$ cat src/hdl/soc_params.svh
/*
  Widths, memory map and control register offsets of the mini SoC.
  Included by the package and by every module that decodes addresses.
*/

`ifndef SOC_PARAMS_SVH
`define SOC_PARAMS_SVH

// Data path
`define SOC_ADDR_W 32
`define SOC_DATA_W 32
`define SOC_SEL_W  (`SOC_DATA_W / 8)

// L2 storage depth in words
`define SOC_L2_WORDS 1024

// Memory map, 4 KB per region
`define SOC_DRAM_BASE 32'h8000_0000
`define SOC_DRAM_LEN  32'h0000_1000
`define SOC_UART_BASE 32'hC000_0000
`define SOC_UART_LEN  32'h0000_1000
`define SOC_CTRL_BASE 32'hD000_0000
`define SOC_CTRL_LEN  32'h0000_1000

// Control register offsets
`define CTRL_EXIT_OFS      32'h0000_0000
`define CTRL_HWCNT_OFS     32'h0000_0004
`define CTRL_EVENT_OFS     32'h0000_0008
`define CTRL_DRAM_BASE_OFS 32'h0000_000C
`define CTRL_DRAM_END_OFS  32'h0000_0010

`endif

$ cat src/hdl/soc_pkg.sv
/*
  Types and encodings shared across the mini SoC.
  Modules take them with a wildcard import in their header.
*/

`default_nettype none

`include "soc_params.svh"

package soc_pkg;

  typedef logic [`SOC_ADDR_W-1:0] soc_addr_t;
  typedef logic [`SOC_DATA_W-1:0] soc_data_t;
  typedef logic [`SOC_SEL_W-1:0]  soc_sel_t;

  // Crossbar target
  typedef enum logic [1:0] {
    REGION_L2   = 2'd0,
    REGION_UART = 2'd1,
    REGION_CTRL = 2'd2,
    REGION_NONE = 2'd3
  } soc_region_e;

  // APB transfer phase
  typedef enum logic [1:0] {
    APB_IDLE   = 2'd0,
    APB_SETUP  = 2'd1,
    APB_ACCESS = 2'd2
  } apb_state_e;

  typedef enum logic [2:0] {
    CTRL_EXIT      = 3'd0,
    CTRL_HWCNT     = 3'd1,
    CTRL_EVENT     = 3'd2,
    CTRL_DRAM_BASE = 3'd3,
    CTRL_DRAM_END  = 3'd4,
    CTRL_NONE      = 3'd7
  } ctrl_reg_e;

endpackage

`default_nettype wire

$ cat src/hdl/periph_bus_if.sv
/*
  Request/acknowledge bus from the crossbar to one peripheral.
  The crossbar holds req until ack; err is only valid together with ack.
*/

`timescale 1ns/1ps
`default_nettype none

interface periph_bus_if import soc_pkg::*; ();

  logic      req;
  logic      we;
  soc_addr_t addr;   // offset inside the region
  soc_data_t wdata;
  soc_sel_t  sel;
  soc_data_t rdata;
  logic      ack;
  logic      err;

  modport master (
    output req, we, addr, wdata, sel,
    input  rdata, ack, err
  );

  modport slave (
    input  req, we, addr, wdata, sel,
    output rdata, ack, err
  );

endinterface

`default_nettype wire

$ cat src/hdl/soc_xbar.sv
/*
  Address crossbar between the Wishbone classic master and the three
  peripheral buses. Unmapped addresses are answered here with an error.
*/

`timescale 1ns/1ps
`default_nettype none

`include "soc_params.svh"

module soc_xbar import soc_pkg::*; (
  input  logic      clk_i,
  input  logic      arst_n_i,
  input  logic      wb_cyc_i,
  input  logic      wb_stb_i,
  input  logic      wb_we_i,
  input  soc_addr_t wb_adr_i,
  input  soc_data_t wb_dat_i,
  input  soc_sel_t  wb_sel_i,
  output soc_data_t wb_dat_o,
  output logic      wb_ack_o,
  output logic      wb_err_o,
  periph_bus_if.master l2_bus,
  periph_bus_if.master ctrl_bus,
  periph_bus_if.master uart_bus
);

  soc_region_e region;
  soc_addr_t   offset;
  logic        valid;
  logic        done_q;
  logic        none_err_q;
  soc_data_t   sel_rdata;
  logic        sel_ack;
  logic        sel_err;

  //////////////////////////////////////////////////////////////////////
  // Address decode
  //////////////////////////////////////////////////////////////////////

  always_comb begin
    region = REGION_NONE;
    offset = '0;
    if (wb_adr_i >= (`SOC_DRAM_BASE) && wb_adr_i < (`SOC_DRAM_BASE + `SOC_DRAM_LEN)) begin
      region = REGION_L2;
      offset = wb_adr_i - (`SOC_DRAM_BASE);
    end else if (wb_adr_i >= (`SOC_UART_BASE) &&
                 wb_adr_i < (`SOC_UART_BASE + `SOC_UART_LEN)) begin
      region = REGION_UART;
      offset = wb_adr_i - (`SOC_UART_BASE);
    end else if (wb_adr_i >= (`SOC_CTRL_BASE) &&
                 wb_adr_i < (`SOC_CTRL_BASE + `SOC_CTRL_LEN)) begin
      region = REGION_CTRL;
      offset = wb_adr_i - (`SOC_CTRL_BASE);
    end
  end

  // No new request in the cycle right after a pulse
  assign valid = wb_cyc_i & wb_stb_i & ~done_q;

  assign l2_bus.req   = valid & (region == REGION_L2);
  assign l2_bus.we    = wb_we_i;
  assign l2_bus.addr  = offset;
  assign l2_bus.wdata = wb_dat_i;
  assign l2_bus.sel   = wb_sel_i;

  assign ctrl_bus.req   = valid & (region == REGION_CTRL);
  assign ctrl_bus.we    = wb_we_i;
  assign ctrl_bus.addr  = offset;
  assign ctrl_bus.wdata = wb_dat_i;
  assign ctrl_bus.sel   = wb_sel_i;

  assign uart_bus.req   = valid & (region == REGION_UART);
  assign uart_bus.we    = wb_we_i;
  assign uart_bus.addr  = offset;
  assign uart_bus.wdata = wb_dat_i;
  assign uart_bus.sel   = wb_sel_i;

  //////////////////////////////////////////////////////////////////////
  // Response path
  //////////////////////////////////////////////////////////////////////

  always_comb begin
    sel_rdata = '0;
    sel_ack   = 1'b0;
    sel_err   = 1'b0;
    case (region)
      REGION_L2: begin
        sel_rdata = l2_bus.rdata;
        sel_ack   = l2_bus.ack;
        sel_err   = l2_bus.err;
      end
      REGION_CTRL: begin
        sel_rdata = ctrl_bus.rdata;
        sel_ack   = ctrl_bus.ack;
        sel_err   = ctrl_bus.err;
      end
      REGION_UART: begin
        sel_rdata = uart_bus.rdata;
        sel_ack   = uart_bus.ack;
        sel_err   = uart_bus.err;
      end
      default: begin
        sel_ack = none_err_q;
        sel_err = none_err_q;
      end
    endcase
  end

  assign wb_dat_o = sel_rdata;
  assign wb_ack_o = sel_ack & ~sel_err;
  assign wb_err_o = sel_ack & sel_err;

  always_ff @(posedge clk_i or negedge arst_n_i) begin
    if (!arst_n_i) begin
      done_q     <= 1'b0;
      none_err_q <= 1'b0;
    end else begin
      done_q     <= sel_ack;
      none_err_q <= valid & (region == REGION_NONE) & ~none_err_q;
    end
  end

endmodule

`default_nettype wire

$ cat src/flat_wrapper.sv
// flat-port wrapper written by rule: the top's interface ports become plain ports
module soc_xbar_flat import soc_pkg::*;
  (clk_i, arst_n_i, wb_cyc_i, wb_stb_i, wb_we_i, wb_adr_i, wb_dat_i, wb_sel_i, wb_dat_o, wb_ack_o, wb_err_o, l2_bus_req, l2_bus_we, l2_bus_addr, l2_bus_wdata, l2_bus_sel, l2_bus_rdata, l2_bus_ack, l2_bus_err, ctrl_bus_req, ctrl_bus_we, ctrl_bus_addr, ctrl_bus_wdata, ctrl_bus_sel, ctrl_bus_rdata, ctrl_bus_ack, ctrl_bus_err, uart_bus_req, uart_bus_we, uart_bus_addr, uart_bus_wdata, uart_bus_sel, uart_bus_rdata, uart_bus_ack, uart_bus_err);
  periph_bus_if l2_bus_i ();
  periph_bus_if ctrl_bus_i ();
  periph_bus_if uart_bus_i ();
  input  logic clk_i;
  input  logic arst_n_i;
  input  logic wb_cyc_i;
  input  logic wb_stb_i;
  input  logic wb_we_i;
  input  soc_addr_t wb_adr_i;
  input  soc_data_t wb_dat_i;
  input  soc_sel_t wb_sel_i;
  output soc_data_t wb_dat_o;
  output logic wb_ack_o;
  output logic wb_err_o;
  output wire logic [$bits(l2_bus_i.req)-1:0] l2_bus_req;
  output wire logic [$bits(l2_bus_i.we)-1:0] l2_bus_we;
  output wire logic [$bits(l2_bus_i.addr)-1:0] l2_bus_addr;
  output wire logic [$bits(l2_bus_i.wdata)-1:0] l2_bus_wdata;
  output wire logic [$bits(l2_bus_i.sel)-1:0] l2_bus_sel;
  input wire logic [$bits(l2_bus_i.rdata)-1:0] l2_bus_rdata;
  input wire logic [$bits(l2_bus_i.ack)-1:0] l2_bus_ack;
  input wire logic [$bits(l2_bus_i.err)-1:0] l2_bus_err;
  output wire logic [$bits(ctrl_bus_i.req)-1:0] ctrl_bus_req;
  output wire logic [$bits(ctrl_bus_i.we)-1:0] ctrl_bus_we;
  output wire logic [$bits(ctrl_bus_i.addr)-1:0] ctrl_bus_addr;
  output wire logic [$bits(ctrl_bus_i.wdata)-1:0] ctrl_bus_wdata;
  output wire logic [$bits(ctrl_bus_i.sel)-1:0] ctrl_bus_sel;
  input wire logic [$bits(ctrl_bus_i.rdata)-1:0] ctrl_bus_rdata;
  input wire logic [$bits(ctrl_bus_i.ack)-1:0] ctrl_bus_ack;
  input wire logic [$bits(ctrl_bus_i.err)-1:0] ctrl_bus_err;
  output wire logic [$bits(uart_bus_i.req)-1:0] uart_bus_req;
  output wire logic [$bits(uart_bus_i.we)-1:0] uart_bus_we;
  output wire logic [$bits(uart_bus_i.addr)-1:0] uart_bus_addr;
  output wire logic [$bits(uart_bus_i.wdata)-1:0] uart_bus_wdata;
  output wire logic [$bits(uart_bus_i.sel)-1:0] uart_bus_sel;
  input wire logic [$bits(uart_bus_i.rdata)-1:0] uart_bus_rdata;
  input wire logic [$bits(uart_bus_i.ack)-1:0] uart_bus_ack;
  input wire logic [$bits(uart_bus_i.err)-1:0] uart_bus_err;
  assign l2_bus_req = l2_bus_i.req;
  assign l2_bus_we = l2_bus_i.we;
  assign l2_bus_addr = l2_bus_i.addr;
  assign l2_bus_wdata = l2_bus_i.wdata;
  assign l2_bus_sel = l2_bus_i.sel;
  assign l2_bus_i.rdata = l2_bus_rdata;
  assign l2_bus_i.ack = l2_bus_ack;
  assign l2_bus_i.err = l2_bus_err;
  assign ctrl_bus_req = ctrl_bus_i.req;
  assign ctrl_bus_we = ctrl_bus_i.we;
  assign ctrl_bus_addr = ctrl_bus_i.addr;
  assign ctrl_bus_wdata = ctrl_bus_i.wdata;
  assign ctrl_bus_sel = ctrl_bus_i.sel;
  assign ctrl_bus_i.rdata = ctrl_bus_rdata;
  assign ctrl_bus_i.ack = ctrl_bus_ack;
  assign ctrl_bus_i.err = ctrl_bus_err;
  assign uart_bus_req = uart_bus_i.req;
  assign uart_bus_we = uart_bus_i.we;
  assign uart_bus_addr = uart_bus_i.addr;
  assign uart_bus_wdata = uart_bus_i.wdata;
  assign uart_bus_sel = uart_bus_i.sel;
  assign uart_bus_i.rdata = uart_bus_rdata;
  assign uart_bus_i.ack = uart_bus_ack;
  assign uart_bus_i.err = uart_bus_err;
  soc_xbar u_core (.clk_i(clk_i), .arst_n_i(arst_n_i), .wb_cyc_i(wb_cyc_i), .wb_stb_i(wb_stb_i), .wb_we_i(wb_we_i), .wb_adr_i(wb_adr_i), .wb_dat_i(wb_dat_i), .wb_sel_i(wb_sel_i), .wb_dat_o(wb_dat_o), .wb_ack_o(wb_ack_o), .wb_err_o(wb_err_o), .l2_bus(l2_bus_i), .ctrl_bus(ctrl_bus_i), .uart_bus(uart_bus_i));
endmodule
$ cat config.mk
export PLATFORM = sky130hd
export DESIGN_NAME = soc_xbar_flat
export DESIGN_NICKNAME = d
export VERILOG_FILES = /design/src/hdl/soc_pkg.sv /design/src/hdl/periph_bus_if.sv /design/src/hdl/soc_xbar.sv /design/src/flat_wrapper.sv
export VERILOG_INCLUDE_DIRS = /design/src /design/src/hdl
export SDC_FILE = /design/constraint.sdc
export NUM_CORES = 1
export LEC_CHECK = 0
export ABC_CLOCK_PERIOD_IN_PS = 2700
export BUFFER_PORTS_ARGS = -buffer_cell sky130_fd_sc_hd__buf_2
export CAP_MARGIN = 15
export CORE_AREA = 2 2 164 166
export DETAILED_ROUTE_END_ITERATION = 10
export DIE_AREA = 0 0 166 168
export SETUP_SLACK_MARGIN = 0.05
export SLEW_MARGIN = 30
export SYNTH_ARGS = -nofsm -noshare
export SYNTH_HDL_FRONTEND = slang
export SYNTH_SLANG_ARGS = --single-unit
$ cat constraint.sdc
create_clock -name clk_i -period 2.7 [get_ports clk_i]
set_clock_uncertainty 0.1 [all_clocks]
set_input_delay 0.27 -clock clk_i [delete_from_list [all_inputs] [get_ports clk_i]]
set_output_delay 0.27 -clock clk_i [all_outputs]
set_load 0.01 [all_outputs]
### Word level (Yosys, flattened, before mapping)

Cells that the tools add are included.

| cells by class | value |
|---|---|
| multiplexer cells | 9 |
| bitwise logic cells | 12 |
| reductions and logical operators | 4 |
| $add $sub $neg | 3 |
| equal/unequal tests | 3 |
| order comparisons | 6 |

Operator list:

| operator | number |
|---|---|
| $ge A32 B32 Y1 const B | 3 |
| $lt A32 B32 Y1 const B | 3 |
| $mux W32 | 3 |
| $pmux W32 S3 | 1 |
| $sub A32 B32 Y32 const B | 3 |
| $and A1 B1 Y1 | 9 |
| $pmux W1 S3 | 2 |
| $eq A2 B2 Y1 const B | 2 |
| $mux W2 | 2 |
| $logic_and A1 B1 Y1 | 3 |
| $not A1 Y1 | 3 |
| $eq A2 B1 Y1 const B | 1 |
| $logic_not A2 Y1 | 1 |
| $mux W1 | 1 |

| word-level totals | value |
|---|---|
| logic and storage cells | 39 |
| output and inout port bits | 244 |
| bits in registers | 2 |

### Longest topological paths before layout

| depth | value |
|---|---|
| depth in word-level cells | 9 |
| depth in mapped cells | 10 |

### Worst setup path after synthesis

No wires, ideal clock.

| path | value |
|---|---|
| kind | in2out |
| from | in wb_adr_i[21] |
| to | out l2_bus_addr[30] |
| buffers on the path | 2 |
| stages | 8 |
| path slack | -231 ps |
| arrival | 2561 ps |
| path through | or4_1 -> or4_4 -> a211o_1 -> nor2_4 -> buf_4 -> nor3_1 -> a21oi_1 -> buf_4 |

| on the way | value |
|---|---|
| longest elaborated chain between the ends | 5 |
| elaborated cells on any way between the ends | 15 |

Ends and longest elaborated chain:

| item | line | source |
|---|---|---|
| start: declaration | flat_wrapper.sv:12 | `input soc_addr_t wb_adr_i;` |
| $ge A32 B32 Y1 / $lt A32 B32 Y1 (equally long branches) | soc_xbar.sv:51, soc_xbar.sv:52 |  |
| $logic_and A1 B1 Y1 | soc_xbar.sv:51 | `` end else if (wb_adr_i >= (`SOC_CTRL_BASE) && `` |
| $mux W32 | soc_xbar.sv:51 |  |
| $mux W32 | soc_xbar.sv:47 | `` end else if (wb_adr_i >= (`SOC_UART_BASE) && `` |
| $mux W32 * | soc_xbar.sv:44 | `` if (wb_adr_i >= (`SOC_DRAM_BASE) && wb_adr_i < (`SOC_DRAM_BASE + `SOC_DRAM_LEN)) begin `` |
| end: declaration | flat_wrapper.sv:20 | `output wire logic [$bits(l2_bus_i.addr)-1:0] l2_bus_addr;` |

Every way passes the cells marked *; elsewhere a longest branch is shown, timed or not.

### Worst setup path in the final report

| path | value |
|---|---|
| from | in wb_adr_i[22] |
| to | out wb_dat_o[1] |

| on the way | value |
|---|---|
| longest elaborated chain between the ends | 7 |
| elaborated cells on any way between the ends | 16 |

Ends and longest elaborated chain:

| item | line | source |
|---|---|---|
| $ge A32 B32 Y1 / $lt A32 B32 Y1 (equally long branches) | soc_xbar.sv:51, soc_xbar.sv:52 |  |
| $logic_and A1 B1 Y1 | soc_xbar.sv:51 |  |
| $mux W1 | soc_xbar.sv:51 |  |
| $mux W2 | soc_xbar.sv:47 |  |
| $mux W2 * | soc_xbar.sv:44 |  |
| $eq A2 B1 Y1, or another cell as far along | soc_xbar.sv:87 | `case (region)` |
| $pmux W32 S3 * | soc_xbar.sv:87 |  |
| end: declaration | flat_wrapper.sv:15 | `output soc_data_t wb_dat_o;` |

Marked as above.

==> flow_metrics.tcl <==
set metrics [dict create \
    grt_remaining_overflow 0 \
    fp-row-count 60 \
    syn_area_sq_um 2440 \
    switching_share 0.378 \
    ant_nets 0 \
    synth_top_area_frac 0.556 \
    worstHoldPathType "input pin to async pin" \
    finalWirelength_microns 13900 \
    via_per_inst 3.51 \
    critPathSlowestCell "or4_4" \
    synth_flop_cell "dfrtp_1" \
    place_hpwl_microns 10200 \
    ys_seq_area_frac 0.0205 \
    peakVddDrop_mv 0.372 \
    drt-pass1-iter-count 8 \
    fmax_mhz 328 \
    placed_cell_area_sq_um 3330 \
    track_usage 0.0794 \
    setup_ws_ps -349 \
    drive_above_1_share 0.784 \
    clk_path_buf_depth 2 \
    numCtsBuffers 3 \
    die_w_microns 166 \
    area_growth_pct 82.5 \
    final_cells 815 \
    syn_inst 340 \
    wire_per_inst_microns 17.0 \
    port-buffer-count 270 \
    violations "setup timing" \
    path_delay_family "simple AND/OR/NAND/NOR gates" \
    max_slew_margin 0.529 \
    num_vias 2864 \
    power_frac_clock 0.204 \
    crit_path_cell_trace "buf_6, or4_4, or4_4, a211o_1, nor2_4, buf_4, buf_12, clkbuf_16, a222oi_1, inv_1, buf_2" \
    combinationalPowerShare 0.765 \
    p_switching_w 0.000408 \
    coreArea_sq_um 26400 \
    grt_antenna_before_repair 3 \
    cp.required_ps 2330 \
    worst_slew_pin_slew_ps 704 \
    yosysWarningCount 0 \
    outcome "finished with violations" \
    synth.distinct_cells 30 \
    dieArea_sq_um 27900 \
    synth-edff-count 0 \
    critPathCaptureType "primary output" \
    synthTopCellsByArea "buf_4 (56%), a222oi_1 (14%), nor2b_1 (7.4%)" \
    grt_pass1_vias 2675 \
    dp.cells 789 \
    leakagePower_nw 2.40 \
    grt_pass1_wl_microns 16900 \
    setup_viol 132 \
    hold_violations 0 \
    synth-seq-cells 2 \
    final_net_count 654 \
    cts.sinks 2 \
    h-tree-depth 1 \
    rsz0062_at_grt "true" \
    drv_cap 0 \
    cts_tree "yes" \
    final.min_clock_period_ps 3050 \
    slew_viol_final 0 \
    worst-path-max-fanout 14 \
    clkTransAtPathRegs_ps 30 \
    p_int_w 0.000672 \
    io_pins 419 \
    crit_type "input pin to primary output" \
    n_fill_cell 2929 \
    syn_avg_cell_area_sq_um 7.19 \
    worstSetupStartpointType "input pin" \
    power_frac_seq 0.032 \
    grt_max_degree 37 \
    power.density_nw_per_um2 242 \
    finalCritPeriodShare 1.13 \
    yosys.area.top_type "buf_4" \
    fin_area_sq_um 4460 \
    async_reset_ff_frac 1.00 \
    arrival_ps 2680 \
    cpMostUsedCell "or4_4" \
    gp_congestion 0.800 \
    syn-num-nets 520 \
    drtIter0Drc 332 \
    cp_num_buf_inv 6 \
    clock_latency_ps 220 \
    drc_errors 0 \
    max_stage_delay_ps 570 \
    start_util 0.0928 \
    fp.dieH_microns 168 \
    root_buffer "clkbuf_16" \
]
[cell families after synthesis]
kind of cell,after synthesis,synth area share
flops,2,0.0205
xor+xnor,1,0.00358
compound gates,48,0.175
fa+ha+maj,5,0.0256
buf+inv,231,0.639
simple gates,52,0.133
mux,1,0.00409
[synth_stat cells, types with 2 or more instances]
cell,number
a21oi_1,3
a222oi_1,34
buf_2,7
buf_4,181
dfrtp_1,2
ha_1,5
inv_1,40
inv_2,2
nand2_1,2
nor2_1,5
nor2b_1,29
nor3_1,3
o21ai_0,4
o21ai_1,2
or4_1,6
[cells in the final DEF (no fill, tap or decap), types with 2 or more instances in the layout]
cell type / synthesis / layout
a21oi_4: 0 / 2
a222oi_1: 34 / 34
buf_12: 0 / 7
buf_2: 7 / 171
buf_4: 181 / 28
buf_6: 1 / 105
clkbuf_16: 0 / 8
dfrtp_1: 2 / 2
diode_2: 0 / 2
ha_1: 5 / 5
inv_1: 40 / 39
nor2_1: 5 / 3
nor2_2: 0 / 2
nor2b_4: 0 / 28
nor3_4: 0 / 2
o21ai_0: 4 / 4
o21ai_4: 0 / 2
or4_1: 6 / 3
or4_4: 1 / 4
[repair_timing]
item / CTS / global route
buffers inserted: 7 / 8
hold buffers: 1 / 0
endpoints found under the hold margin: 2 / 0
gates cloned: 3 / 4
pin swaps: 11 / 10
setup endpoints to repair: 134 / 133
gates resized for setup: 68 / 73
[stage by stage]
step / worst slack, ps / setup TNS [ps] / utilization / power, W / hold slack (ps)
after global routing: -417 / -43070 / 0.169 / 0.00114 / 280
after floorplan: -62.9 / -2930 / - / 0.000573 / -126
after CTS: -325 / -35380 / 0.147 / 0.000963 / 268
final: -349 / -36500 / 0.169 / 0.00108 / 267
after global placement: -452 / -38320 / 0.126 / 0.000628 / -35.7
after detailed placement: -491 / -41550 / 0.126 / 0.000631 / -33.9
[per-layer routing]
| metal | vias to the layer above | global-route usage | share of wire |
|---|---|---|---|
| met5 | - | 0 | 0.00094 |
| met4 | 2 | 0.0359 | 0.045 |
| met3 | 70 | 0.0214 | 0.11 |
| met2 | 250 | 0.150 | 0.52 |
| met1 | 1294 | 0.0815 | 0.32 |
| li1 | 1248 | - | - |
[final timing paths]
kind                       slack [ps]                end  depth (start not counted)               from
setup / recovery                 -350        wb_dat_o[1]                         11       wb_adr_i[22]
hold / removal                    270  u_core.none_err_q                          2           arst_n_i
setup reg to reg                 1660  u_core.none_err_q                          2      u_core.done_q
hold reg to reg                   390  u_core.none_err_q                          1  u_core.none_err_q
max in group asynchronous        2130      u_core.done_q                          2           arst_n_i
min in group clk_i                370  u_core.none_err_q                          3           wb_stb_i
[cell type report]
cell class                      instances  area (sq um)  area share
Antenna cell                            2          5.00     0.00112
Timing Repair Buffer                  318          2560       0.573
Multi-Input combinational cell        107          1180       0.265
Tap cell                              341           427      0.0956
Inverter                               42           165      0.0370
Clock buffer                            3          75.1      0.0168
Sequential cell                         2          50.0      0.0112
[sequential cells by signal, summed over array words and instances (netlist names)]
signal	flops
u_core.done_q	1
u_core.none_err_q	1
[power groups by stage]
stage / registers, W / clock network [W] / logic [W]
final: 0.0000341 / 0.000220 / 0.000826
after global routing: 0.0000343 / 0.000230 / 0.000877
after CTS: 0.0000339 / 0.000226 / 0.000702
after detailed placement: 0.0000342 / 0 / 0.000596
after global placement: 0.0000342 / 0 / 0.000594
after floorplan: 0.0000336 / 0 / 0.000540
Power figures use the tool's default switching activity.
