File: src/hdl/soc_params.svh
/*
  Widths, memory map and control register offsets of the mini SoC.
  Included by the package and by every module that decodes addresses.
*/

`ifndef SOC_PARAMS_SVH
`define SOC_PARAMS_SVH

// Data path
`define SOC_ADDR_W 32
`define SOC_DATA_W 32
`define SOC_SEL_W  (`SOC_DATA_W / 8)

// L2 storage depth in words
`define SOC_L2_WORDS 1024

// Memory map, 4 KB per region
`define SOC_DRAM_BASE 32'h8000_0000
`define SOC_DRAM_LEN  32'h0000_1000
`define SOC_UART_BASE 32'hC000_0000
`define SOC_UART_LEN  32'h0000_1000
`define SOC_CTRL_BASE 32'hD000_0000
`define SOC_CTRL_LEN  32'h0000_1000

// Control register offsets
`define CTRL_EXIT_OFS      32'h0000_0000
`define CTRL_HWCNT_OFS     32'h0000_0004
`define CTRL_EVENT_OFS     32'h0000_0008
`define CTRL_DRAM_BASE_OFS 32'h0000_000C
`define CTRL_DRAM_END_OFS  32'h0000_0010

`endif

File: src/hdl/soc_pkg.sv
/*
  Types and encodings shared across the mini SoC.
  Modules take them with a wildcard import in their header.
*/

`default_nettype none

`include "soc_params.svh"

package soc_pkg;

  typedef logic [`SOC_ADDR_W-1:0] soc_addr_t;
  typedef logic [`SOC_DATA_W-1:0] soc_data_t;
  typedef logic [`SOC_SEL_W-1:0]  soc_sel_t;

  // Crossbar target
  typedef enum logic [1:0] {
    REGION_L2   = 2'd0,
    REGION_UART = 2'd1,
    REGION_CTRL = 2'd2,
    REGION_NONE = 2'd3
  } soc_region_e;

  // APB transfer phase
  typedef enum logic [1:0] {
    APB_IDLE   = 2'd0,
    APB_SETUP  = 2'd1,
    APB_ACCESS = 2'd2
  } apb_state_e;

  typedef enum logic [2:0] {
    CTRL_EXIT      = 3'd0,
    CTRL_HWCNT     = 3'd1,
    CTRL_EVENT     = 3'd2,
    CTRL_DRAM_BASE = 3'd3,
    CTRL_DRAM_END  = 3'd4,
    CTRL_NONE      = 3'd7
  } ctrl_reg_e;

endpackage

`default_nettype wire

File: src/hdl/periph_bus_if.sv
/*
  Request/acknowledge bus from the crossbar to one peripheral.
  The crossbar holds req until ack; err is only valid together with ack.
*/

`timescale 1ns/1ps
`default_nettype none

interface periph_bus_if import soc_pkg::*; ();

  logic      req;
  logic      we;
  soc_addr_t addr;   // offset inside the region
  soc_data_t wdata;
  soc_sel_t  sel;
  soc_data_t rdata;
  logic      ack;
  logic      err;

  modport master (
    output req, we, addr, wdata, sel,
    input  rdata, ack, err
  );

  modport slave (
    input  req, we, addr, wdata, sel,
    output rdata, ack, err
  );

endinterface

`default_nettype wire

File: src/hdl/ctrl_regs.sv
/*
  Control and status registers: exit code, counter enable, event trigger,
  and the read-only bounds of the DRAM window.
*/

`timescale 1ns/1ps
`default_nettype none

`include "soc_params.svh"

module ctrl_regs import soc_pkg::*; (
  input  logic      clk_i,
  input  logic      arst_n_i,
  periph_bus_if.slave bus,
  output soc_data_t exit_o,
  output soc_data_t hw_cnt_en_o,
  output soc_data_t event_trigger_o
);

  ctrl_reg_e reg_sel;
  logic      accept;
  logic      ack_q;
  soc_data_t rdata_mux;
  soc_data_t rdata_q;
  soc_data_t exit_q;
  soc_data_t hw_cnt_en_q;
  soc_data_t event_q;

  function automatic soc_data_t merge_bytes(input soc_data_t old_val,
                                            input soc_data_t new_val,
                                            input soc_sel_t  sel);
    soc_data_t res;
    res = old_val;
    for (int b = 0; b < $bits(soc_sel_t); b++) begin
      if (sel[b]) begin
        res[8*b +: 8] = new_val[8*b +: 8];
      end
    end
    return res;
  endfunction

  always_comb begin
    case (bus.addr)
      `CTRL_EXIT_OFS:      reg_sel = CTRL_EXIT;
      `CTRL_HWCNT_OFS:     reg_sel = CTRL_HWCNT;
      `CTRL_EVENT_OFS:     reg_sel = CTRL_EVENT;
      `CTRL_DRAM_BASE_OFS: reg_sel = CTRL_DRAM_BASE;
      `CTRL_DRAM_END_OFS:  reg_sel = CTRL_DRAM_END;
      default:             reg_sel = CTRL_NONE;
    endcase
  end

  always_comb begin
    case (reg_sel)
      CTRL_EXIT:      rdata_mux = exit_q;
      CTRL_HWCNT:     rdata_mux = hw_cnt_en_q;
      CTRL_EVENT:     rdata_mux = event_q;
      CTRL_DRAM_BASE: rdata_mux = `SOC_DRAM_BASE;
      CTRL_DRAM_END:  rdata_mux = (`SOC_DRAM_BASE + `SOC_DRAM_LEN);
      default:        rdata_mux = '0;
    endcase
  end

  assign accept = bus.req & ~ack_q;

  // Read-only and unknown offsets drop writes
  always_ff @(posedge clk_i or negedge arst_n_i) begin
    if (!arst_n_i) begin
      exit_q      <= '0;
      hw_cnt_en_q <= '0;
      event_q     <= '0;
      ack_q       <= 1'b0;
    end else begin
      ack_q <= accept;
      if (accept && bus.we) begin
        case (reg_sel)
          CTRL_EXIT:  exit_q      <= merge_bytes(exit_q, bus.wdata, bus.sel);
          CTRL_HWCNT: hw_cnt_en_q <= merge_bytes(hw_cnt_en_q, bus.wdata, bus.sel);
          CTRL_EVENT: event_q     <= merge_bytes(event_q, bus.wdata, bus.sel);
          default:    ;
        endcase
      end
    end
  end

  always_ff @(posedge clk_i) begin
    if (accept) begin
      rdata_q <= rdata_mux;
    end
  end

  assign bus.rdata       = rdata_q;
  assign bus.ack         = ack_q;
  assign bus.err         = 1'b0;
  assign exit_o          = exit_q;
  assign hw_cnt_en_o     = hw_cnt_en_q;
  assign event_trigger_o = event_q;

endmodule

`default_nettype wire

File: src/flat_wrapper.sv
// flat-port wrapper written by rule: the top's interface ports become plain ports
module ctrl_regs_flat import soc_pkg::*;
  (clk_i, arst_n_i, exit_o, hw_cnt_en_o, event_trigger_o, bus_req, bus_we, bus_addr, bus_wdata, bus_sel, bus_rdata, bus_ack, bus_err);
  periph_bus_if bus_i ();
  input  logic clk_i;
  input  logic arst_n_i;
  output soc_data_t exit_o;
  output soc_data_t hw_cnt_en_o;
  output soc_data_t event_trigger_o;
  input wire logic [$bits(bus_i.req)-1:0] bus_req;
  input wire logic [$bits(bus_i.we)-1:0] bus_we;
  input wire logic [$bits(bus_i.addr)-1:0] bus_addr;
  input wire logic [$bits(bus_i.wdata)-1:0] bus_wdata;
  input wire logic [$bits(bus_i.sel)-1:0] bus_sel;
  output wire logic [$bits(bus_i.rdata)-1:0] bus_rdata;
  output wire logic [$bits(bus_i.ack)-1:0] bus_ack;
  output wire logic [$bits(bus_i.err)-1:0] bus_err;
  assign bus_i.req = bus_req;
  assign bus_i.we = bus_we;
  assign bus_i.addr = bus_addr;
  assign bus_i.wdata = bus_wdata;
  assign bus_i.sel = bus_sel;
  assign bus_rdata = bus_i.rdata;
  assign bus_ack = bus_i.ack;
  assign bus_err = bus_i.err;
  ctrl_regs u_core (.clk_i(clk_i), .arst_n_i(arst_n_i), .bus(bus_i), .exit_o(exit_o), .hw_cnt_en_o(hw_cnt_en_o), .event_trigger_o(event_trigger_o));
endmodule
File: config.mk
export PLATFORM = sky130hd
export DESIGN_NAME = ctrl_regs_flat
export DESIGN_NICKNAME = d
export VERILOG_FILES = /design/src/hdl/soc_pkg.sv /design/src/hdl/periph_bus_if.sv /design/src/hdl/ctrl_regs.sv /design/src/flat_wrapper.sv
export VERILOG_INCLUDE_DIRS = /design/src /design/src/hdl
export SDC_FILE = /design/constraint.sdc
export NUM_CORES = 1
export LEC_CHECK = 0
export BUFFER_PORTS_ARGS = -buffer_cell sky130_fd_sc_hd__buf_4
export CAP_MARGIN = 0
export CORE_ASPECT_RATIO = 0.7
export CORE_UTILIZATION = 50
export CTS_BUF_LIST = sky130_fd_sc_hd__clkbuf_8
export DETAILED_ROUTE_END_ITERATION = 6
export HOLD_SLACK_MARGIN = 0.05
export PLACE_DENSITY = 0.9
export SLEW_MARGIN = 15
export SYNTH_ARGS = -nofsm -noshare
export SYNTH_HDL_FRONTEND = slang
export SYNTH_SLANG_ARGS = --single-unit
File: constraint.sdc
create_clock -name clk_i -period 3.5 [get_ports clk_i]
set_input_delay 0.7 -clock clk_i [delete_from_list [all_inputs] [get_ports clk_i]]
set_output_delay 0.7 -clock clk_i [all_outputs]
set_load 0.03 [all_outputs]
After elaboration in Yosys (flattened, before gate mapping)
Index checks and enable logic that the tools add are counted.
{"block": "op_classes", "eq_ne": 8, "muxes": 2, "bitwise_logic": 2, "n_reduce_logical": 15}
{"cell": "$pmux W32 S5", "count": 1}
{"cell": "$eq A32 B4 Y1 const B", "count": 2}
{"cell": "$reduce_and A3 Y1", "count": 12}
{"cell": "$eq A32 B3 Y1 const B", "count": 1}
{"cell": "$eq A32 B5 Y1 const B", "count": 1}
{"cell": "$logic_not A32 Y1", "count": 1}
{"cell": "$pmux W3 S5", "count": 1}
{"cell": "$eq A3 B2 Y1 const B", "count": 2}
{"cell": "$eq A3 B1 Y1 const B", "count": 1}
{"cell": "$eq A3 B3 Y1 const B", "count": 1}
{"cell": "$logic_not A3 Y1", "count": 1}
{"cell": "$and A1 B1 Y1", "count": 1}
{"cell": "$logic_and A1 B1 Y1", "count": 1}
{"cell": "$not A1 Y1", "count": 1}
{"block": "totals", "regBits": 129, "inputBits": 72, "output_inout_bits": 130, "elab_cells": 41}

Depth between registers and ports, before layout
Gate-level depths: netlist (run 1).
{"block": "depth", "word_depth": 4, "depth_mapped": 7, "depth_no_buf": 4}

Least setup slack after synthesis (run 1)
OpenSTA, ideal clock, no wires.
{"block": "synth_timing", "path_kind": "in2reg", "start": "input bus_req", "end": "register u_core.rdata_q[0] (netlist: u_core.bus.rdata[0]) (enable)", "setup_time_ps": 426, "t_arrival_ps": 2173, "required_ps": 3074, "slack_ps": 902, "cell_stages": 1, "path_buffers": 0, "cell_sequence": "nor2b_1"}
{"block": "synth_via", "elab_chain_len": 1}
{"element": "from (decl)", "line_no": "flat_wrapper.sv:10", "rtl": "input wire logic [$bits(bus_i.req)-1:0] bus_req;"}
{"element": "$and A1 B1 Y1", "line_no": "ctrl_regs.sv:64", "rtl": "assign accept = bus.req & ~ack_q;"}
{"element": "to (signal assigned)", "line_no": "ctrl_regs.sv:88", "rtl": "rdata_q <= rdata_mux;"}
{"element": "to (decl)", "line_no": "ctrl_regs.sv:24", "rtl": "soc_data_t rdata_q;"}
No other way between the ends.
A chain may end at the register's enable or synchronous reset.

Final worst setup path (run 1)
{"block": "layout_timing", "start": "input bus_addr[12]", "end": "register u_core.rdata_q[7] (netlist: u_core.bus.rdata[7]) (data pin)"}
{"block": "layout_via", "elab_chain_len": 4, "elab_cells_between_ends": 12, "classes_between": "eq/ne (8); mux (2); reduce/logical (2)"}
{"element": "from (decl)", "line_no": "flat_wrapper.sv:12", "rtl": "input wire logic [$bits(bus_i.addr)-1:0] bus_addr;"}
{"element": "$eq A32 B5 Y1 (tied with other cells)", "line_no": "ctrl_regs.sv:43", "rtl": "case (bus.addr)"}
{"element": "$pmux W3 S5 *", "line_no": "ctrl_regs.sv:43"}
{"element": "$eq A3 B3 Y1 (tied with other cells)", "line_no": "ctrl_regs.sv:54", "rtl": "case (reg_sel)"}
{"element": "$pmux W32 S5 *", "line_no": "ctrl_regs.sv:54"}
{"element": "named net u_core.rdata_mux[7]", "line_no": "ctrl_regs.sv:23", "rtl": "soc_data_t rdata_mux;"}
The timed path passes the listed nets; every way through them passes the cells marked *.

==> flow_summary.toml, run 1 <==
[synth]
seq_area_frac_synth = 0.598
syn_nets = 462
netlist_area_sq_mm = 0.00566
yosysWarningCount = 0
avgSynthCellArea_sq_um = 14.5
synthCells = 390
synth_cell_types = 30
synth-edff-count = 32
ys.flop_type = "dfrtp_1"
synth-seq-cells = 129
async_reset_ff_frac = 0.752

[sta]
min_period_over_period = 0.744
rsz0062_at_grt = "false"
tns_ps = 0
fmax_mhz = 384
maxSlewViolCount = 0
finalWorstPathRequiredPeriod_ps = 2600
hold_viol = 0
relSlewSlack = 0.211
worst_slack_ps = 895
setup_viol = 0
tightest_slew_ps = 1180
clock_skew_ps = 8.73

[global_routing]
grt_pass1_wl_um = 24700
grt_max_degree = 47
first_global_vias = 4634
overflow = 0
antenna_found_initial = 0
grtUsageTotal = 0.283

[power_and_ir_drop]
share_seq_of_total_power = 0.492
p_sw_frac = 0.216
p_sw_uw = 687
total_power_uw = 3180
powerDensity_mw_per_mm2 = 406
clockPowerShare = 0.446
intPower_uw = 2490
combPwrFrac = 0.062
max-vdd-ir-drop_uv = 307
p_leak_uw = 0.00387

[finish]
seqCellArea_sq_mm = 0.00339
layout-drive-gt1-share = 0.578
fillers = 783
final_core_util = 0.711
multi_input_area_sq_mm = 0.00210
diodes = 0
area_delta_synth_final_pct = 38.3
fin_area_sq_mm = 0.00783
final_common_cell = "buf_4"
most-common-layout-cells = "buf_4, dfrtp_1, mux2_2"
fin_nets = 671

[clock_tree]
cts.sinks = 129
post-cts-setup-buffer-count = 0
h-tree-depth = 4
cts_hold_buf = 0
cts_buffers = 17
ctsRootBufferMaster = "clkbuf_8"
cts-resized-gates = 0
clockBufferDepth = 2
clk_latency_ps = 420
cts_tree = "built"
path_clk_slew_ps = 70

[worst_setup_path]
startpoint_type = "primary input"
worstSetupEndpointType = "flip-flop"
critPathMaxFanout = 23
crit_type = "primary input to flip-flop"
crit_arrival_ps = 2880
critPathRequiredTime_ps = 3780

[drt]
wirelength_um = 16100
viasPerCell = 5.67
drt_pass1_iterations = 5
vias = 4335
drt-wirelength-per-cell_um = 21.1
drc = 0
ant_nets = 0
detail_route.iter0.violations = 263

[floorplan]
start_util = 0.514
die_h_um = 91.0
die_w_um = 129
rows = 32
dieArea_sq_mm = 0.0118
boundaryPins = 202
core_sq_mm = 0.0110

[outcome]
status = "complete, no violations"

[place]
post-place-ws_ps = 508
numPortBuffers = 200
post-dp-hpwl_um = 11300
place_congestion = 0.809
place_area_sq_mm = 0.00739

[run]
cap_violations = 0

[worst_hold_path]
hold_path.class = "primary input to async pin"
## worst max-delay path, cell delays in order
cell	delay, ps
buf_4	110
nor4_2	480
nand2_2	440
buf_4	390
nor3_2	220
buf_4	310
a221o_1	210
## power groups by stage
stage                     Sequential [uW]  Clock, uW  Combinational [uW]
after floorplan                      1630          0                24.0
after global placement               1590          0                 192
after detailed placement             1600          0                 197
after CTS                            1570       1440                 198
after global routing                 1570       1510                 210
final                                1570       1420                 197
## cells in the mapped netlist, drive strengths merged (3+ instances only)
library cell / instances / area (sq um)
inv: 30 / 113
nand4: 3 / 31.3
nor4b: 3 / 26.3
nor2: 6 / 22.5
nor4: 43 / 354
clkbuf: 14 / 52.6
mux2: 96 / 1080
nand2: 7 / 26.3
nor3: 11 / 145
a221o: 30 / 300
edfxtp: 32 / 961
dfrtp: 97 / 2430
buf: 5 / 27.5
## state kept, by name, indices dropped and copies added (netlist names)
register	flops
u_core.bus.rdata	32
u_core.hw_cnt_en_o	32
u_core.bus.ack	1
u_core.event_trigger_o	32
u_core.exit_o	32
## area by class of cell
type	count	area share
repair buffers	209	0.204
well taps	153	0.0245
multi-input cells	212	0.268
inverters	30	0.0144
flip-flops and latches	129	0.433
clock inverters	13	0.0248
clock buffers	18	0.0316
## per-stage QoR
step | hold WS [ps] | instances
3_5_place_dp | 523 | 733
2_1_floorplan | 404 | 390
3_3_place_gp | 520 | 733
4_1_cts | 213 | 764
6_report | 224 | 764
5_1_grt | 225 | 764
## metal layers
| metal | vias up | track usage | routed length [um] |
|---|---|---|---|
| li1 | 1922 | - | - |
| met2 | 251 | 0.453 | 8060 |
| met5 | - | 0 | 0 |
| met1 | 2152 | 0.373 | 6420 |
| met4 | 0 | 0.112 | 80 |
| met3 | 10 | 0.0654 | 1530 |
## worst paths after layout
path                                           start  slack [ps]                   endpoint  depth (start not counted)
max                                     bus_addr[12]         900        u_core.bus.rdata[7]                          7
min                                         arst_n_i         220     u_core.hw_cnt_en_o[28]                          1
max reg2reg                           u_core.bus.ack        1350          u_core.exit_o[18]                          4
min reg2reg                u_core.event_trigger_o[6]         540  u_core.event_trigger_o[6]                          1
max in group asynchronous                   arst_n_i        2460  u_core.event_trigger_o[3]                          2
min in group clk_i                      bus_wdata[8]         520           u_core.exit_o[8]                          2
## kinds of logic (layout without fill, tap and decap cells)
kind of cell,count (synthesis),after routing,synth area share
AOI/OAI and AO/OA,34,34,0.0577
buffers and inverters,49,270,0.0340
DFF,129,129,0.598
muxes,96,96,0.191
other,1,1,0.000662
and+or+nand+nor,81,81,0.118
No activity file was read; power rests on OpenSTA's default activity.
==> run 2: changes to the inputs <==
ABC_AREA = 1   (was not set)
PLACE_DENSITY = 0.89   (was 0.9)
clock period = 2.4 ns   (was 3.5 ns; I/O delays follow)
==> run 2 against run 1 <==
Against the previous run:
- first-iteration DRC count grew 81%
- via count rose by 32%
- routed wire length increased by 12%
- global-route usage up 1.4 points
- combinational power up 73%
==> flow_summary.toml, run 2 <==
[finish]
final_core_util = 0.690
most-common-layout-cells = "buf_4, nand2_1, dfrtp_1"
final_cells = 1016
layout-drive-gt1-share = 0.356
fin_nets = 918
diodes = 0
fin_area_sq_mm = 0.00809
final_common_cell = "buf_4"
area_delta_synth_final_pct = 34.0

[sta]
finalWorstPathRequiredPeriod_ps = 1840
setup_viol = 0
min_period_over_period = 0.766
rsz0062_at_grt = "false"
tns_ps = 0
tightest_slew_ps = 618
maxSlewViolCount = 0
fmax_mhz = 544
relSlewSlack = 0.588
hold_viol = 0
clock_skew_ps = 17.8

[place]
place_congestion = 0.839
dp.cells = 984
numPortBuffers = 200
place_area_sq_mm = 0.00766
post-dp-hpwl_um = 12500

[synth]
ys_top_cells_by_count = "nand2_1, dfrtp_1, nand3_1, nand4_1, inv_1"
yosysWarningCount = 0
ys.flop_type = "dfrtp_1"
synth_top_area_share = 0.402
synth-edff-count = 32
netlist_area_sq_mm = 0.00604
synth.most_common_cell = "nand2_1"
synth.largest_area_cell = "dfrtp_1"
async_reset_ff_frac = 0.752
synth_cell_types = 22
synthCells = 647
synth-seq-cells = 129
syn_nets = 719
netlist_top_cells_area = "dfrtp_1, edfxtp_1, nand2_1, nand4_1, nand3_1"
avgSynthCellArea_sq_um = 9.33
seq_area_frac_synth = 0.561

[global_routing]
grt_max_degree = 51
antenna_found_initial = 0
overflow = 0
grtUsageTotal = 0.297
grt_pass1_wl_um = 28200
first_global_vias = 5523

[clock_tree]
clockBufferDepth = 2
clk_latency_ps = 440
cts_hold_buf = 0
ctsRootBufferMaster = "clkbuf_8"
post-cts-setup-buffer-count = 0
cts_tree = "built"
cts-resized-gates = 0
cts_buffers = 17
h-tree-depth = 4
cts.sinks = 129
path_clk_slew_ps = 90

[drt]
vias = 5709
wirelength_um = 18100
drc = 0
ant_nets = 0
drt-wirelength-per-cell_um = 17.8
drt_pass1_iterations = 7
detail_route.iter0.violations = 475
viasPerCell = 5.62

[outcome]
status = "complete, no violations"

[power_and_ir_drop]
powerDensity_mw_per_mm2 = 569
total_power_uw = 4600
p_leak_uw = 0.00422
max-vdd-ir-drop_uv = 454

[worst_setup_path]
critPathRequiredTime_ps = 2720
crit_arrival_ps = 2160
crit_type = "flip-flop to flip-flop"
reg2reg_depth = 7
startpoint_type = "flip-flop"
critPathMaxFanout = 17
regToRegSetupSlack_ps = 560
worstSetupEndpointType = "flip-flop"
rr_endpoint = "u_core.hw_cnt_en_o[7]"
worstReg2RegStart = "u_core.bus.ack"

[floorplan]
start_util = 0.515
dieArea_sq_mm = 0.0125
core_sq_mm = 0.0117
die_h_um = 93.9
rows = 33
boundaryPins = 202
die_w_um = 133

[run]
cap_violations = 0

[worst_hold_path]
hold_path.class = "primary input to async pin"
==> run 2: cell types whose count changed after synthesis, moves of 19 or more <==
cell	previous run	this run
nand2_1	7	182
mux2_2	92	0
nand3_1	0	70
inv_1	30	49
a221o_1	30	0
nand4_1	1	64
nor4_1	35	0
o21ai_2	0	40
nor2_1	6	33
o21ai_1	0	24
==> run 2: worst max-delay path by stage <==
stage,startpoint,to
final,u_core.bus.ack,u_core.hw_cnt_en_o[7]
after global routing,u_core.bus.ack,u_core.hw_cnt_en_o[15]
after CTS,u_core.bus.ack,u_core.hw_cnt_en_o[22]
after detailed placement,bus_addr[7],u_core.bus.rdata[31]
after global placement,bus_addr[7],u_core.bus.rdata[31]
after floorplan,u_core.bus.ack,u_core.event_trigger_o[13]
==> run 2: cells by family (layout without fill, tap and decap cells) <==
family,count (synthesis),after routing,share of synthesized area
other,1,1,0.000621
buffers and inverters,88,300,0.0686
AO/OA/AOI/OAI,64,64,0.0779
flip-flops,129,129,0.561
AND/OR/NAND/NOR,365,365,0.291
==> run 2: per-stage QoR <==
| step | setup slack [ps] | hold WS [ps] |
|---|---|---|
| floorplan | 211 | 184 |
| global placement | 276 | 494 |
| detailed placement | 257 | 501 |
| CTS | 588 | 60.1 |
| global route | 471 | 74.9 |
| finish | 561 | 53.4 |
==> run 2: critical path, cell delays in order, from the launching register on <==
cell	delay (ps)
dfrtp_1	420
nor2_4	160
nand2_1	190
clkinv_1	100
buf_4	250
nand3_1	340
nand2_1	180
nand2_1	60
==> run 2: final cells by class <==
type	instances	area (sq um)
Inverter	51	191
Tap cell	157	196
Timing Repair Buffer	217	1640
Clock buffer	19	262
Sequential cell	129	3390
Multi-Input combinational cell	430	2250
Clock inverter	13	160
Fill cell	900	3640
==> run 2: routing by layer <==
metal | track usage | up-vias | part of all wire
li1 | - | 2591 | -
met2 | 0.465 | 351 | 0.47
met1 | 0.389 | 2728 | 0.40
met3 | 0.0739 | 39 | 0.10
met5 | 0 | - | 0
met4 | 0.139 | 0 | 0.023
==> run 2: power by group <==
part / leakage [uW] / switching [uW] / internal [uW]
Clock: 0.000218 / 895 / 1090
Sequential: 0.00167 / 8.45 / 2270
Combinational: 0.00233 / 215 / 125
Total: 0.00422 / 1120 / 3480
